$ cat src/id_pkg.sv
/*
  Shared widths, encodings and bundles of the RV32I decode/issue stage.
  Only the base integer opcodes kept by the stage are listed; all else decodes illegal.
*/
`default_nettype none

package id_pkg;

  ////////////////////
  // Widths
  ////////////////////

  localparam int unsigned xlen       = 32;
  localparam int unsigned reg_addr_w = 5;

  // Sequential PC step without compressed instructions
  localparam logic [xlen-1:0] pc_incr = 32'd4;

  ////////////////////
  // Encodings
  ////////////////////

  // Major opcodes handled by the decoder
  typedef enum logic [6:0] {
    opc_load   = 7'h03,
    opc_op_imm = 7'h13,
    opc_auipc  = 7'h17,
    opc_store  = 7'h23,
    opc_op     = 7'h33,
    opc_lui    = 7'h37,
    opc_branch = 7'h63,
    opc_jal    = 7'h6f
  } opcode_e;

  // Arithmetic ops come first and the branch comparisons follow
  typedef enum logic [4:0] {
    alu_add, alu_sub, alu_xor, alu_or, alu_and,
    alu_sll, alu_srl, alu_sra,
    alu_slt, alu_sltu,
    alu_eq, alu_ne, alu_lt, alu_ge, alu_ltu, alu_geu
  } alu_op_e;

  typedef enum logic [1:0] {
    op_a_reg  = 2'd0,
    op_a_pc   = 2'd1,
    op_a_zero = 2'd2
  } op_a_sel_e;

  typedef enum logic {
    op_b_reg = 1'b0,
    op_b_imm = 1'b1
  } op_b_sel_e;

  typedef enum logic [2:0] {
    imm_sel_itype, imm_sel_stype, imm_sel_btype, imm_sel_utype, imm_sel_jtype
  } imm_sel_e;

  // Access width as seen by the LSU
  typedef enum logic [1:0] {
    lsu_word = 2'b00,
    lsu_half = 2'b01,
    lsu_byte = 2'b10
  } lsu_type_e;

  ////////////////////
  // Bundles
  ////////////////////

  // Decoder output of 36 bits
  typedef struct packed {
    alu_op_e                alu_op;
    op_a_sel_e              op_a_sel;
    op_b_sel_e              op_b_sel;
    imm_sel_e               imm_sel;
    logic                   rf_we;
    logic [reg_addr_w-1:0]  rs1;
    logic [reg_addr_w-1:0]  rs2;
    logic [reg_addr_w-1:0]  rd;
    logic                   ren_a;
    logic                   ren_b;
    logic                   lsu_req;
    logic                   lsu_we;
    lsu_type_e              lsu_type;
    logic                   lsu_sign_ext;
    logic                   branch;
    logic                   jump;
  } ctrl_t;

  // Operator and operands of 69 bits to the execute unit
  typedef struct packed {
    alu_op_e          alu_op;
    logic [xlen-1:0]  operand_a;
    logic [xlen-1:0]  operand_b;
  } ex_req_t;

  // Data memory request of 37 bits
  typedef struct packed {
    logic             req;
    logic             we;
    lsu_type_e        data_type;
    logic             sign_ext;
    logic [xlen-1:0]  wdata;
  } lsu_req_t;

endpackage

`default_nettype wire

$ cat src/id_decoder.sv
/*
  Purely combinational RV32I decode. JALR, fences, system, compressed, M and B
  encodings are all flagged illegal; an illegal word never writes, jumps or accesses memory.
*/
`default_nettype none

module id_decoder (
  input  logic [id_pkg::xlen-1:0] instr_i,
  output id_pkg::ctrl_t           ctrl_o,
  output logic                    illegal_o
);
  import id_pkg::*;

  opcode_e    opcode;
  logic [2:0] funct3;
  logic [6:0] funct7;
  ctrl_t      ctrl_raw;
  logic       illegal_raw;

  assign opcode = opcode_e'(instr_i[6:0]);
  assign funct3 = instr_i[14:12];
  assign funct7 = instr_i[31:25];

  ////////////////////
  // Field decode
  ////////////////////

  always_comb begin
    ctrl_raw          = '0;
    ctrl_raw.alu_op   = alu_add;
    ctrl_raw.op_a_sel = op_a_reg;
    ctrl_raw.op_b_sel = op_b_reg;
    ctrl_raw.imm_sel  = imm_sel_itype;
    ctrl_raw.lsu_type = lsu_word;
    // Register fields sit at fixed positions in every format
    ctrl_raw.rs1      = instr_i[19:15];
    ctrl_raw.rs2      = instr_i[24:20];
    ctrl_raw.rd       = instr_i[11:7];
    illegal_raw       = 1'b0;

    unique case (opcode)
      opc_op: begin
        ctrl_raw.rf_we = 1'b1;
        ctrl_raw.ren_a = 1'b1;
        ctrl_raw.ren_b = 1'b1;
        // Only bit 30 may be set in funct7
        if ({funct7[6], funct7[4:0]} != 6'b0) begin
          illegal_raw = 1'b1;
        end
        unique case ({funct7[5], funct3})
          4'b0_000: ctrl_raw.alu_op = alu_add;
          4'b1_000: ctrl_raw.alu_op = alu_sub;
          4'b0_001: ctrl_raw.alu_op = alu_sll;
          4'b0_010: ctrl_raw.alu_op = alu_slt;
          4'b0_011: ctrl_raw.alu_op = alu_sltu;
          4'b0_100: ctrl_raw.alu_op = alu_xor;
          4'b0_101: ctrl_raw.alu_op = alu_srl;
          4'b1_101: ctrl_raw.alu_op = alu_sra;
          4'b0_110: ctrl_raw.alu_op = alu_or;
          4'b0_111: ctrl_raw.alu_op = alu_and;
          default:  illegal_raw     = 1'b1;
        endcase
      end

      opc_op_imm: begin
        ctrl_raw.rf_we    = 1'b1;
        ctrl_raw.ren_a    = 1'b1;
        ctrl_raw.op_b_sel = op_b_imm;
        unique case (funct3)
          3'b000: ctrl_raw.alu_op = alu_add;
          3'b010: ctrl_raw.alu_op = alu_slt;
          3'b011: ctrl_raw.alu_op = alu_sltu;
          3'b100: ctrl_raw.alu_op = alu_xor;
          3'b110: ctrl_raw.alu_op = alu_or;
          3'b111: ctrl_raw.alu_op = alu_and;
          3'b001: begin
            ctrl_raw.alu_op = alu_sll;
            illegal_raw     = (funct7 != 7'b0);
          end
          default: begin
            // Shift right, funct7 picks logical or arithmetic
            ctrl_raw.alu_op = funct7[5] ? alu_sra : alu_srl;
            illegal_raw     = ({funct7[6], funct7[4:0]} != 6'b0);
          end
        endcase
      end

      opc_lui: begin
        ctrl_raw.rf_we    = 1'b1;
        ctrl_raw.op_a_sel = op_a_zero;
        ctrl_raw.op_b_sel = op_b_imm;
        ctrl_raw.imm_sel  = imm_sel_utype;
      end

      opc_auipc: begin
        ctrl_raw.rf_we    = 1'b1;
        ctrl_raw.op_a_sel = op_a_pc;
        ctrl_raw.op_b_sel = op_b_imm;
        ctrl_raw.imm_sel  = imm_sel_utype;
      end

      opc_load: begin
        // Address is rs1 plus I-immediate
        ctrl_raw.rf_we        = 1'b1;
        ctrl_raw.ren_a        = 1'b1;
        ctrl_raw.op_b_sel     = op_b_imm;
        ctrl_raw.lsu_req      = 1'b1;
        ctrl_raw.lsu_sign_ext = ~funct3[2];
        unique case (funct3[1:0])
          2'b00:   ctrl_raw.lsu_type = lsu_byte;
          2'b01:   ctrl_raw.lsu_type = lsu_half;
          2'b10:   ctrl_raw.lsu_type = lsu_word;
          default: illegal_raw       = 1'b1;
        endcase
        // No unsigned word load in RV32
        if (funct3 == 3'b110) begin
          illegal_raw = 1'b1;
        end
      end

      opc_store: begin
        ctrl_raw.ren_a    = 1'b1;
        ctrl_raw.ren_b    = 1'b1;
        ctrl_raw.op_b_sel = op_b_imm;
        ctrl_raw.imm_sel  = imm_sel_stype;
        ctrl_raw.lsu_req  = 1'b1;
        ctrl_raw.lsu_we   = 1'b1;
        unique case (funct3)
          3'b000:  ctrl_raw.lsu_type = lsu_byte;
          3'b001:  ctrl_raw.lsu_type = lsu_half;
          3'b010:  ctrl_raw.lsu_type = lsu_word;
          default: illegal_raw       = 1'b1;
        endcase
      end

      opc_branch: begin
        // Execute compares the two registers and returns the decision
        ctrl_raw.branch  = 1'b1;
        ctrl_raw.ren_a   = 1'b1;
        ctrl_raw.ren_b   = 1'b1;
        ctrl_raw.imm_sel = imm_sel_btype;
        unique case (funct3)
          3'b000:  ctrl_raw.alu_op = alu_eq;
          3'b001:  ctrl_raw.alu_op = alu_ne;
          3'b100:  ctrl_raw.alu_op = alu_lt;
          3'b101:  ctrl_raw.alu_op = alu_ge;
          3'b110:  ctrl_raw.alu_op = alu_ltu;
          3'b111:  ctrl_raw.alu_op = alu_geu;
          default: illegal_raw     = 1'b1;
        endcase
      end

      opc_jal: begin
        // Execute sees pc plus J-immediate, its result goes to rd
        ctrl_raw.jump     = 1'b1;
        ctrl_raw.rf_we    = 1'b1;
        ctrl_raw.op_a_sel = op_a_pc;
        ctrl_raw.op_b_sel = op_b_imm;
        ctrl_raw.imm_sel  = imm_sel_jtype;
      end

      default: illegal_raw = 1'b1;
    endcase
  end

  ////////////////////
  // Illegal masking
  ////////////////////

  always_comb begin
    ctrl_o = ctrl_raw;
    if (illegal_raw) begin
      ctrl_o.rf_we   = 1'b0;
      ctrl_o.lsu_req = 1'b0;
      ctrl_o.branch  = 1'b0;
      ctrl_o.jump    = 1'b0;
    end
  end

  assign illegal_o = illegal_raw;

endmodule

`default_nettype wire

$ cat src/id_operand_mux.sv
/*
  Immediate extraction and ALU operand selection, combinational.
  B and J immediates are also exported for the PC target adder.
*/
`default_nettype none

module id_operand_mux (
  input  logic [id_pkg::xlen-1:0] instr_i,
  input  logic [id_pkg::xlen-1:0] pc_i,
  input  logic [id_pkg::xlen-1:0] rdata_a_i,
  input  logic [id_pkg::xlen-1:0] rdata_b_i,
  input  id_pkg::ctrl_t           ctrl_i,
  output id_pkg::ex_req_t         ex_req_o,
  output logic [id_pkg::xlen-1:0] imm_b_type_o,
  output logic [id_pkg::xlen-1:0] imm_j_type_o
);
  import id_pkg::*;

  logic [xlen-1:0] imm_i_type;
  logic [xlen-1:0] imm_s_type;
  logic [xlen-1:0] imm_b_type;
  logic [xlen-1:0] imm_u_type;
  logic [xlen-1:0] imm_j_type;
  logic [xlen-1:0] imm;

  ////////////////////
  // Immediates
  ////////////////////

  // All signed formats take their sign from bit 31
  assign imm_i_type = {{20{instr_i[31]}}, instr_i[31:20]};
  assign imm_s_type = {{20{instr_i[31]}}, instr_i[31:25], instr_i[11:7]};
  assign imm_b_type = {{19{instr_i[31]}}, instr_i[31], instr_i[7], instr_i[30:25],
                       instr_i[11:8], 1'b0};
  assign imm_u_type = {instr_i[31:12], 12'b0};
  assign imm_j_type = {{12{instr_i[31]}}, instr_i[19:12], instr_i[20], instr_i[30:21], 1'b0};

  always_comb begin
    unique case (ctrl_i.imm_sel)
      imm_sel_itype: imm = imm_i_type;
      imm_sel_stype: imm = imm_s_type;
      imm_sel_btype: imm = imm_b_type;
      imm_sel_utype: imm = imm_u_type;
      imm_sel_jtype: imm = imm_j_type;
      default:       imm = imm_i_type;
    endcase
  end

  ////////////////////
  // Operands
  ////////////////////

  always_comb begin
    ex_req_o.alu_op = ctrl_i.alu_op;
    unique case (ctrl_i.op_a_sel)
      op_a_reg: ex_req_o.operand_a = rdata_a_i;
      op_a_pc:  ex_req_o.operand_a = pc_i;
      default:  ex_req_o.operand_a = '0;
    endcase
    ex_req_o.operand_b = (ctrl_i.op_b_sel == op_b_imm) ? imm : rdata_b_i;
  end

  assign imm_b_type_o = imm_b_type;
  assign imm_j_type_o = imm_j_type;

endmodule

`default_nettype wire

$ cat src/id_regfile.sv
/*
  Flip-flop register file, two async read ports, one write port.
  x0 reads zero and drops writes; a write is visible on the read ports one cycle later.
*/
`default_nettype none

module id_regfile (
  input  logic                          clk_i,
  input  logic                          rst_ni,
  input  logic [id_pkg::reg_addr_w-1:0] raddr_a_i,
  input  logic [id_pkg::reg_addr_w-1:0] raddr_b_i,
  input  logic [id_pkg::reg_addr_w-1:0] waddr_i,
  input  logic                          we_i,
  input  logic [id_pkg::xlen-1:0]       wdata_i,
  output logic [id_pkg::xlen-1:0]       rdata_a_o,
  output logic [id_pkg::xlen-1:0]       rdata_b_o
);
  import id_pkg::*;

  logic [xlen-1:0] rf_q [32];

  // x0 is a constant, never a flop
  assign rf_q[0] = '0;

  for (genvar i = 1; i < 32; i++) begin : g_rf
    always_ff @(posedge clk_i or negedge rst_ni) begin
      if (!rst_ni) begin
        rf_q[i] <= '0;
      end else if (we_i && (waddr_i == reg_addr_w'(i))) begin
        rf_q[i] <= wdata_i;
      end
    end
  end

  assign rdata_a_o = rf_q[raddr_a_i];
  assign rdata_b_o = rf_q[raddr_b_i];

endmodule

`default_nettype wire

$ cat src/id_fsm.sv
/*
  First/multi-cycle sequencer; only one instruction is in flight at a time.
  instr_valid_i and ctrl_i must stay stable until instr_done_o.
  Branches resolve in the first cycle from branch_decision_i of that same cycle.
*/
`default_nettype none

module id_fsm (
  input  logic          clk_i,
  input  logic          rst_ni,
  input  logic          instr_valid_i,
  input  id_pkg::ctrl_t ctrl_i,
  input  logic          illegal_i,
  input  logic          branch_decision_i,
  input  logic          lsu_resp_valid_i,
  input  logic          data_ind_timing_i,
  output logic          instr_done_o,
  output logic          lsu_req_o,
  output logic          pc_set_o,
  output logic          branch_taken_o,
  output logic          rf_we_o
);
  import id_pkg::*;

  typedef enum logic {
    first_cycle,
    multi_cycle
  } id_state_e;

  id_state_e state_q, state_d;
  logic      executing;
  logic      stall;
  logic      pc_set_raw;
  logic      set_done_q;
  logic      branch_taken_q;

  // Illegal words pass straight through as done
  assign executing = instr_valid_i & ~illegal_i;

  ////////////////////
  // Next state
  ////////////////////

  always_comb begin
    state_d    = state_q;
    stall      = 1'b0;
    pc_set_raw = 1'b0;

    if (executing) begin
      unique case (state_q)
        first_cycle: begin
          if (ctrl_i.lsu_req) begin
            // Response never counts in the request cycle
            state_d = multi_cycle;
            stall   = 1'b1;
          end else if (ctrl_i.branch) begin
            // DIT mode spends the second cycle even on not-taken branches
            if (data_ind_timing_i || branch_decision_i) begin
              state_d = multi_cycle;
              stall   = 1'b1;
            end
          end else if (ctrl_i.jump) begin
            state_d    = multi_cycle;
            stall      = 1'b1;
            pc_set_raw = 1'b1;
          end
        end

        multi_cycle: begin
          if (ctrl_i.lsu_req) begin
            stall = ~lsu_resp_valid_i;
          end else begin
            // Only branches set the PC here, jumps did it already
            pc_set_raw = ctrl_i.branch;
          end
          if (!stall) begin
            state_d = first_cycle;
          end
        end

        default: state_d = first_cycle;
      endcase
    end
  end

  ////////////////////
  // State and flags
  ////////////////////

  always_ff @(posedge clk_i or negedge rst_ni) begin
    if (!rst_ni) begin
      state_q        <= first_cycle;
      set_done_q     <= 1'b0;
      branch_taken_q <= 1'b0;
    end else begin
      state_q    <= state_d;
      // Remember a PC set until the instruction retires
      set_done_q <= (pc_set_o | set_done_q) & ~instr_done_o;
      // Decision captured in the first cycle of a branch for DIT mode
      if (executing && (state_q == first_cycle) && ctrl_i.branch) begin
        branch_taken_q <= branch_decision_i;
      end
    end
  end

  assign instr_done_o = instr_valid_i & ~stall;
  assign lsu_req_o    = executing & (state_q == first_cycle) & ctrl_i.lsu_req;
  assign rf_we_o      = instr_done_o & ~illegal_i & ctrl_i.rf_we;
  assign pc_set_o     = pc_set_raw & ~set_done_q;

  // Without DIT only taken branches reach the PC set
  assign branch_taken_o = ~data_ind_timing_i | branch_taken_q;

endmodule

`default_nettype wire

$ cat src/id_stage.sv
/*
  Reduced RV32I decode and issue stage with its own register file.
  Fetch holds the instruction until instr_done_o; execute answers in the same cycle.
  JAL hands pc plus J-immediate to execute and writes back whatever result_ex_i carries.
*/
`default_nettype none

module id_stage (
  input  logic                    clk_i,
  input  logic                    rst_ni,
  input  logic                    instr_valid_i,
  input  logic [id_pkg::xlen-1:0] instr_i,
  input  logic [id_pkg::xlen-1:0] pc_i,
  input  logic                    branch_decision_i,
  input  logic [id_pkg::xlen-1:0] result_ex_i,
  input  logic                    lsu_resp_valid_i,
  input  logic                    data_ind_timing_i,
  output logic                    instr_done_o,
  output logic                    illegal_insn_o,
  output id_pkg::ex_req_t         ex_req_o,
  output id_pkg::lsu_req_t        lsu_req_o,
  output logic                    pc_set_o,
  output logic [id_pkg::xlen-1:0] pc_target_o
);
  import id_pkg::*;

  ctrl_t                 ctrl;
  logic                  illegal;
  logic [reg_addr_w-1:0] raddr_a;
  logic [reg_addr_w-1:0] raddr_b;
  logic [xlen-1:0]       rdata_a;
  logic [xlen-1:0]       rdata_b;
  logic [xlen-1:0]       imm_b_type;
  logic [xlen-1:0]       imm_j_type;
  logic                  rf_we;
  logic                  lsu_req;
  logic                  branch_taken;

  ////////////////////
  // Decode
  ////////////////////

  id_decoder u_decoder (
    .instr_i  (instr_i),
    .ctrl_o   (ctrl),
    .illegal_o(illegal)
  );

  assign illegal_insn_o = illegal & instr_valid_i;

  ////////////////////
  // Register file
  ////////////////////

  // Unused ports read x0 so they stay quiet
  assign raddr_a = ctrl.ren_a ? ctrl.rs1 : '0;
  assign raddr_b = ctrl.ren_b ? ctrl.rs2 : '0;

  id_regfile u_regfile (
    .clk_i    (clk_i),
    .rst_ni   (rst_ni),
    .raddr_a_i(raddr_a),
    .raddr_b_i(raddr_b),
    .waddr_i  (ctrl.rd),
    .we_i     (rf_we),
    .wdata_i  (result_ex_i),
    .rdata_a_o(rdata_a),
    .rdata_b_o(rdata_b)
  );

  id_operand_mux u_operand_mux (
    .instr_i     (instr_i),
    .pc_i        (pc_i),
    .rdata_a_i   (rdata_a),
    .rdata_b_i   (rdata_b),
    .ctrl_i      (ctrl),
    .ex_req_o    (ex_req_o),
    .imm_b_type_o(imm_b_type),
    .imm_j_type_o(imm_j_type)
  );

  ////////////////////
  // Sequencing
  ////////////////////

  id_fsm u_fsm (
    .clk_i            (clk_i),
    .rst_ni           (rst_ni),
    .instr_valid_i    (instr_valid_i),
    .ctrl_i           (ctrl),
    .illegal_i        (illegal),
    .branch_decision_i(branch_decision_i),
    .lsu_resp_valid_i (lsu_resp_valid_i),
    .data_ind_timing_i(data_ind_timing_i),
    .instr_done_o     (instr_done_o),
    .lsu_req_o        (lsu_req),
    .pc_set_o         (pc_set_o),
    .branch_taken_o   (branch_taken),
    .rf_we_o          (rf_we)
  );

  // Store data always comes from rs2
  assign lsu_req_o.req       = lsu_req;
  assign lsu_req_o.we        = ctrl.lsu_we;
  assign lsu_req_o.data_type = ctrl.lsu_type;
  assign lsu_req_o.sign_ext  = ctrl.lsu_sign_ext;
  assign lsu_req_o.wdata     = rdata_b;

  // Not-taken target only shows up on DIT branches
  always_comb begin
    if (ctrl.jump) begin
      pc_target_o = pc_i + imm_j_type;
    end else if (branch_taken) begin
      pc_target_o = pc_i + imm_b_type;
    end else begin
      pc_target_o = pc_i + pc_incr;
    end
  end

endmodule

`default_nettype wire

$ cat config.mk
export PLATFORM = sky130hd
export DESIGN_NAME = id_stage
export DESIGN_NICKNAME = d
export VERILOG_FILES = /design/src/id_pkg.sv /design/src/id_decoder.sv /design/src/id_operand_mux.sv /design/src/id_regfile.sv /design/src/id_fsm.sv /design/src/id_stage.sv
export SDC_FILE = /design/constraint.sdc
export NUM_CORES = 2
export LEC_CHECK = 0
export CORE_ASPECT_RATIO = 1.5
export CORE_MARGIN = 2
export CORE_UTILIZATION = 45
export CTS_CLUSTER_DIAMETER = 40
export CTS_CLUSTER_SIZE = 8
export DETAILED_ROUTE_END_ITERATION = 12
export DONT_BUFFER_PORTS = 1
export MAX_ROUTING_LAYER = met4
export PLACE_DENSITY_LB_ADDON = 0.08
export SLEW_MARGIN = 20
export SYNTH_ARGS = -nofsm -noshare
export SYNTH_HDL_FRONTEND = slang
export SYNTH_SLANG_ARGS = --single-unit
$ cat constraint.sdc
create_clock -name clk_i -period 4.3 [get_ports clk_i]
set_input_delay 0.86 -clock clk_i [delete_from_list [all_inputs] [get_ports clk_i]]
set_output_delay 0.86 -clock clk_i [all_outputs]
set_load 0.02 [all_outputs]
==> impl_results.rst <==
.. list-table::
   :header-rows: 1

   * - Metric
     - Value
   * - Number of vias per cell
     - 6.84
   * - Setup crit start kind
     - input pin
   * - TritonCTS clock tree
     - built
   * - Violations in the final reports
     - hold timing, setup timing
   * - Result of the run
     - finished with violations
   * - Yosys reg bits
     - 995
   * - Sequential share of the synthesized area
     - 0.409
   * - Crit path arrival time
     - 3540 ps
   * - Wire length of the first global-routing pass
     - 404000 um
   * - Commonest register cell after synthesis
     - dfrtp_1
   * - Adder-cell area share of the yosys netlist
     - 0.0107
   * - H-tree depth reported by CTS
     - 4
   * - Share of cells above drive strength 1
     - 0.255
   * - Fraction of the cycle the final worst path needs
     - 1.02
   * - CP required
     - 3440 ps
   * - Highest clock rate
     - 227 MHz
   * - DIE AREA
     - roughly 0.14 mm^2
   * - Most used cells in the layout excluding fill and tap cells
     - dfrtp_1, nand2_1, mux2_1
   * - End of the worst register-to-register path
     - u_regfile.rf_q[382]
   * - RSZ-0062 raised after global routing
     - true
   * - Crit end category
     - output port
   * - Cell Count Post-Placement
     - 7780
   * - Multiplexer share of the synthesized area
     - 0.255
   * - Post-route antenna net violation count
     - 0
   * - Share of synthesized registers carrying an async set or reset
     - 1.00
   * - Setup slack of the critical path after layout
     - -97.3 ps
   * - WS Path Type
     - in2out
   * - Router iterations before antenna repair
     - 6
   * - Starting DRT DRC Count
     - 6242
   * - Area fraction in compound gates after synthesis
     - 0.154
   * - Depth of the most critical reg-to-reg path
     - 7
   * - Via count of the first global-routing pass
     - between 50000 and 60000
   * - Wire length after detailed routing
     - between 200000 and 300000 um
   * - Number of I/O pins
     - 243
   * - Cell at the root of the clock tree
     - clkbuf_16
   * - Worst-path maximum fanout
     - 38
   * - Combined area of all synthesized cells
     - 0.0609 mm^2
   * - Number of buffers inserted during clock tree synthesis
     - 151
   * - Setup Viol. Count Final
     - 4
   * - Worst Tran Pin Value
     - 1010 ps
   * - Buffers from clock root to sink, at most
     - 3
   * - Max rail drop VDD
     - between 0.0004 and 0.0005 V
   * - Layout net count
     - 6375
   * - Largest family of logic cells by synthesized area
     - multiplexers
   * - Class of the tightest hold or removal check
     - in2async
   * - Number of library cell types mapped by synthesis
     - 90
   * - Hold violation count in the final report
     - 4
   * - Share of the synthesized netlist area taken by xor and xnor gates
     - 0.00719
   * - HPWL after DPL
     - ~190000 um
   * - Syn Area/Cell
     - 10.2 um^2
   * - Final critical-path required period
     - around 4400 ps
   * - Mapped Nets
     - 6122
   * - Max Clock Skew
     - 30.8 ps
   * - Residual overflow from global routing
     - 0
   * - Gate Count Post-Synth
     - 5970
   * - Fin. max-slew vios
     - 0
   * - Startpoint of the worst-slack reg-to-reg timing path
     - u_fsm.state_q
   * - Clk sink count
     - 995
   * - Clock-pin slew reported for the worst setup and hold paths after clock tree synthesis
     - 50 ps
   * - Final routed wire length divided by cell count
     - approximately 36 um
   * - Commonest non-fill, non-tap cell in the layout
     - dfrtp_1
   * - Static power due to leakage
     - 33.7 nW
   * - Max Cap Viol
     - 0
   * - # DRC
     - 0
   * - Cell type contributing the most total cell area after synthesis
     - dfrtp_1
   * - Top-area cell type share of the netlist area
     - 0.409
   * - Number of port buffers
     - 0
   * - Count of flip-flops with a built-in enable after synthesis
     - 0
   * - Core footprint
     - about 0.13 mm^2
   * - Area added between synthesis and finish
     - 19.6%
   * - Routed via count
     - 54946
   * - Vertical die dimension
     - 455 um
   * - Count of yosys warnings during synthesis
     - 0
   * - Total number of placement rows
     - between 150 and 200
   * - Slew Limit Headroom
     - 0.325
   * - Maximum number of pins on one net before global-route repair
     - ~240
   * - Last weighted congestion value of the routability-driven placer
     - approximately 1
   * - Post-route total power
     - around 23 mW
   * - Final std cells w/o fill
     - 8033
   * - Post-route worst hold slack
     - -6.11 ps
   * - Clock latency reported for the late side of the worst-skew pair
     - a little under 800 ps
   * - Total Routing Usage GR
     - 0.419
   * - Initial Utilization
     - 0.452
   * - Register-to-register setup slack
     - 1300 ps
   * - Die width
     - 304 um
   * - Initial antenna violation count
     - 9
   * - Most area-consuming cells after synthesis
     - dfrtp_1, mux2_1, mux2_2, nand2_1, mux2i_1
   * - Synth Area in Simple Gates
     - 0.118
   * - Pwr/cell area
     - between 300 and 400 mW/mm^2
registers in the layout, indices dropped and copies added, names as in the netlist:
name	cells
u_regfile.rf_q	992
u_fsm.branch_taken_q	1
u_fsm.state_q	1
u_fsm.set_done_q	1
repair_timing:
item / 4_1_cts / 5_1_grt
endpoints found under the hold margin: 10 / 0
endpoints found under the setup margin: 37 / 70
hold buffers: 1 / 0
resized for setup: 89 / 73
pin swaps: 31 / 33
buffers inserted: 15 / 21
cloned: 2 / 2
logic make-up after synthesis:
family                     after synthesis
AOI/OAI and AO/OA                     1331
xor gates and xnor gates                50
adders and majority gates               51
buffers and inverters                  635
DFF                                    995
muxes                                 1372
other                                    1
and+or+nand+nor                       1535
power breakdown:
group | switching [mW] | total (mW) | internal, mW
Combinational | 1.21 | 1.94 | 0.730
Clock | 4.67 | 11.3 | 6.59
Sequential | 0.0207 | 9.42 | 9.40
Total | 5.90 | 22.6 | 16.7
worst max path at each step:
stage / startpoint / endpoint / depth (start not counted)
2_1_floorplan: instr_i[6] / ex_req_o[7] / 11
3_3_place_gp: instr_i[3] / ex_req_o[39] / 14
3_5_place_dp: instr_i[3] / ex_req_o[39] / 14
4_1_cts: pc_i[1] / pc_target_o[21] / 15
5_1_grt: instr_i[21] / pc_target_o[21] / 13
6_report: instr_i[21] / pc_target_o[21] / 13
cell usage after synthesis (all sizes together), types with 10 or more instances:
library cell	instances
nor2	251
nor2b	63
a32oi	64
a221oi	26
o2111ai	30
o22ai	89
o21ai	219
o32ai	16
clkbuf	389
nor4	41
a311oi	100
nand2	820
nand3	126
nand4	36
a221o	26
a211oi	151
a32o	10
nor3	66
mux2i	304
and3	21
xnor2	23
inv	42
o2bb2ai	21
ha	48
o21a	17
and2	61
buf	203
xor2	27
dfrtp	995
o21bai	10
o211ai	62
a21oi	225
o221ai	82
nand2b	18
mux4	42
a21o	38
a31oi	63
mux2	1026
layout make-up:
class                           count  area [um^2]
Multi-Input combinational cell   4340        34100
Timing Repair Buffer              692         7120
Fill cell                       12102        61800
Antenna cell                       11         27.5
Sequential cell                   995        24900
Inverter                           43          169
Clock buffer                      171         3920
Tap cell                         1753         2190
Clock inverter                     28          419
critical path, stage by stage:
cell and delay [ps]:
ha_2 180, inv_2 50, fa_2 400, nand2b_4 170
a211oi_4 260, o21ai_2 130, a32o_2 380, o21ai_4 210
buf_4 150, nor2_1 40, a211o_1 290, a22oi_2 250
buf_6 170
stage by stage:
stage / setup WS, ps / setup TNS, ps / utilization / cell area (um^2)
after floorplan: 43.7 / 0 / - / 60900
after global placement: -755 / -30500 / 0.499 / 67200
after detailed placement: -732 / -8650 / 0.499 / 67200
after CTS: -171 / -710 / 0.536 / 72200
after global routing: -133 / -362 / 0.541 / 72800
final: -97.3 / -214 / 0.541 / 72800
metal layers:
metal  track usage  up-vias  routed length [um]
met5             -        -                   0
met4         0.274        0               22200
met3        0.0955      941               26300
met2         0.658     3204              133000
met1         0.482    28196              106000
li1              -    22605                   -
Note: power is estimated with default switching activity, not from simulation.
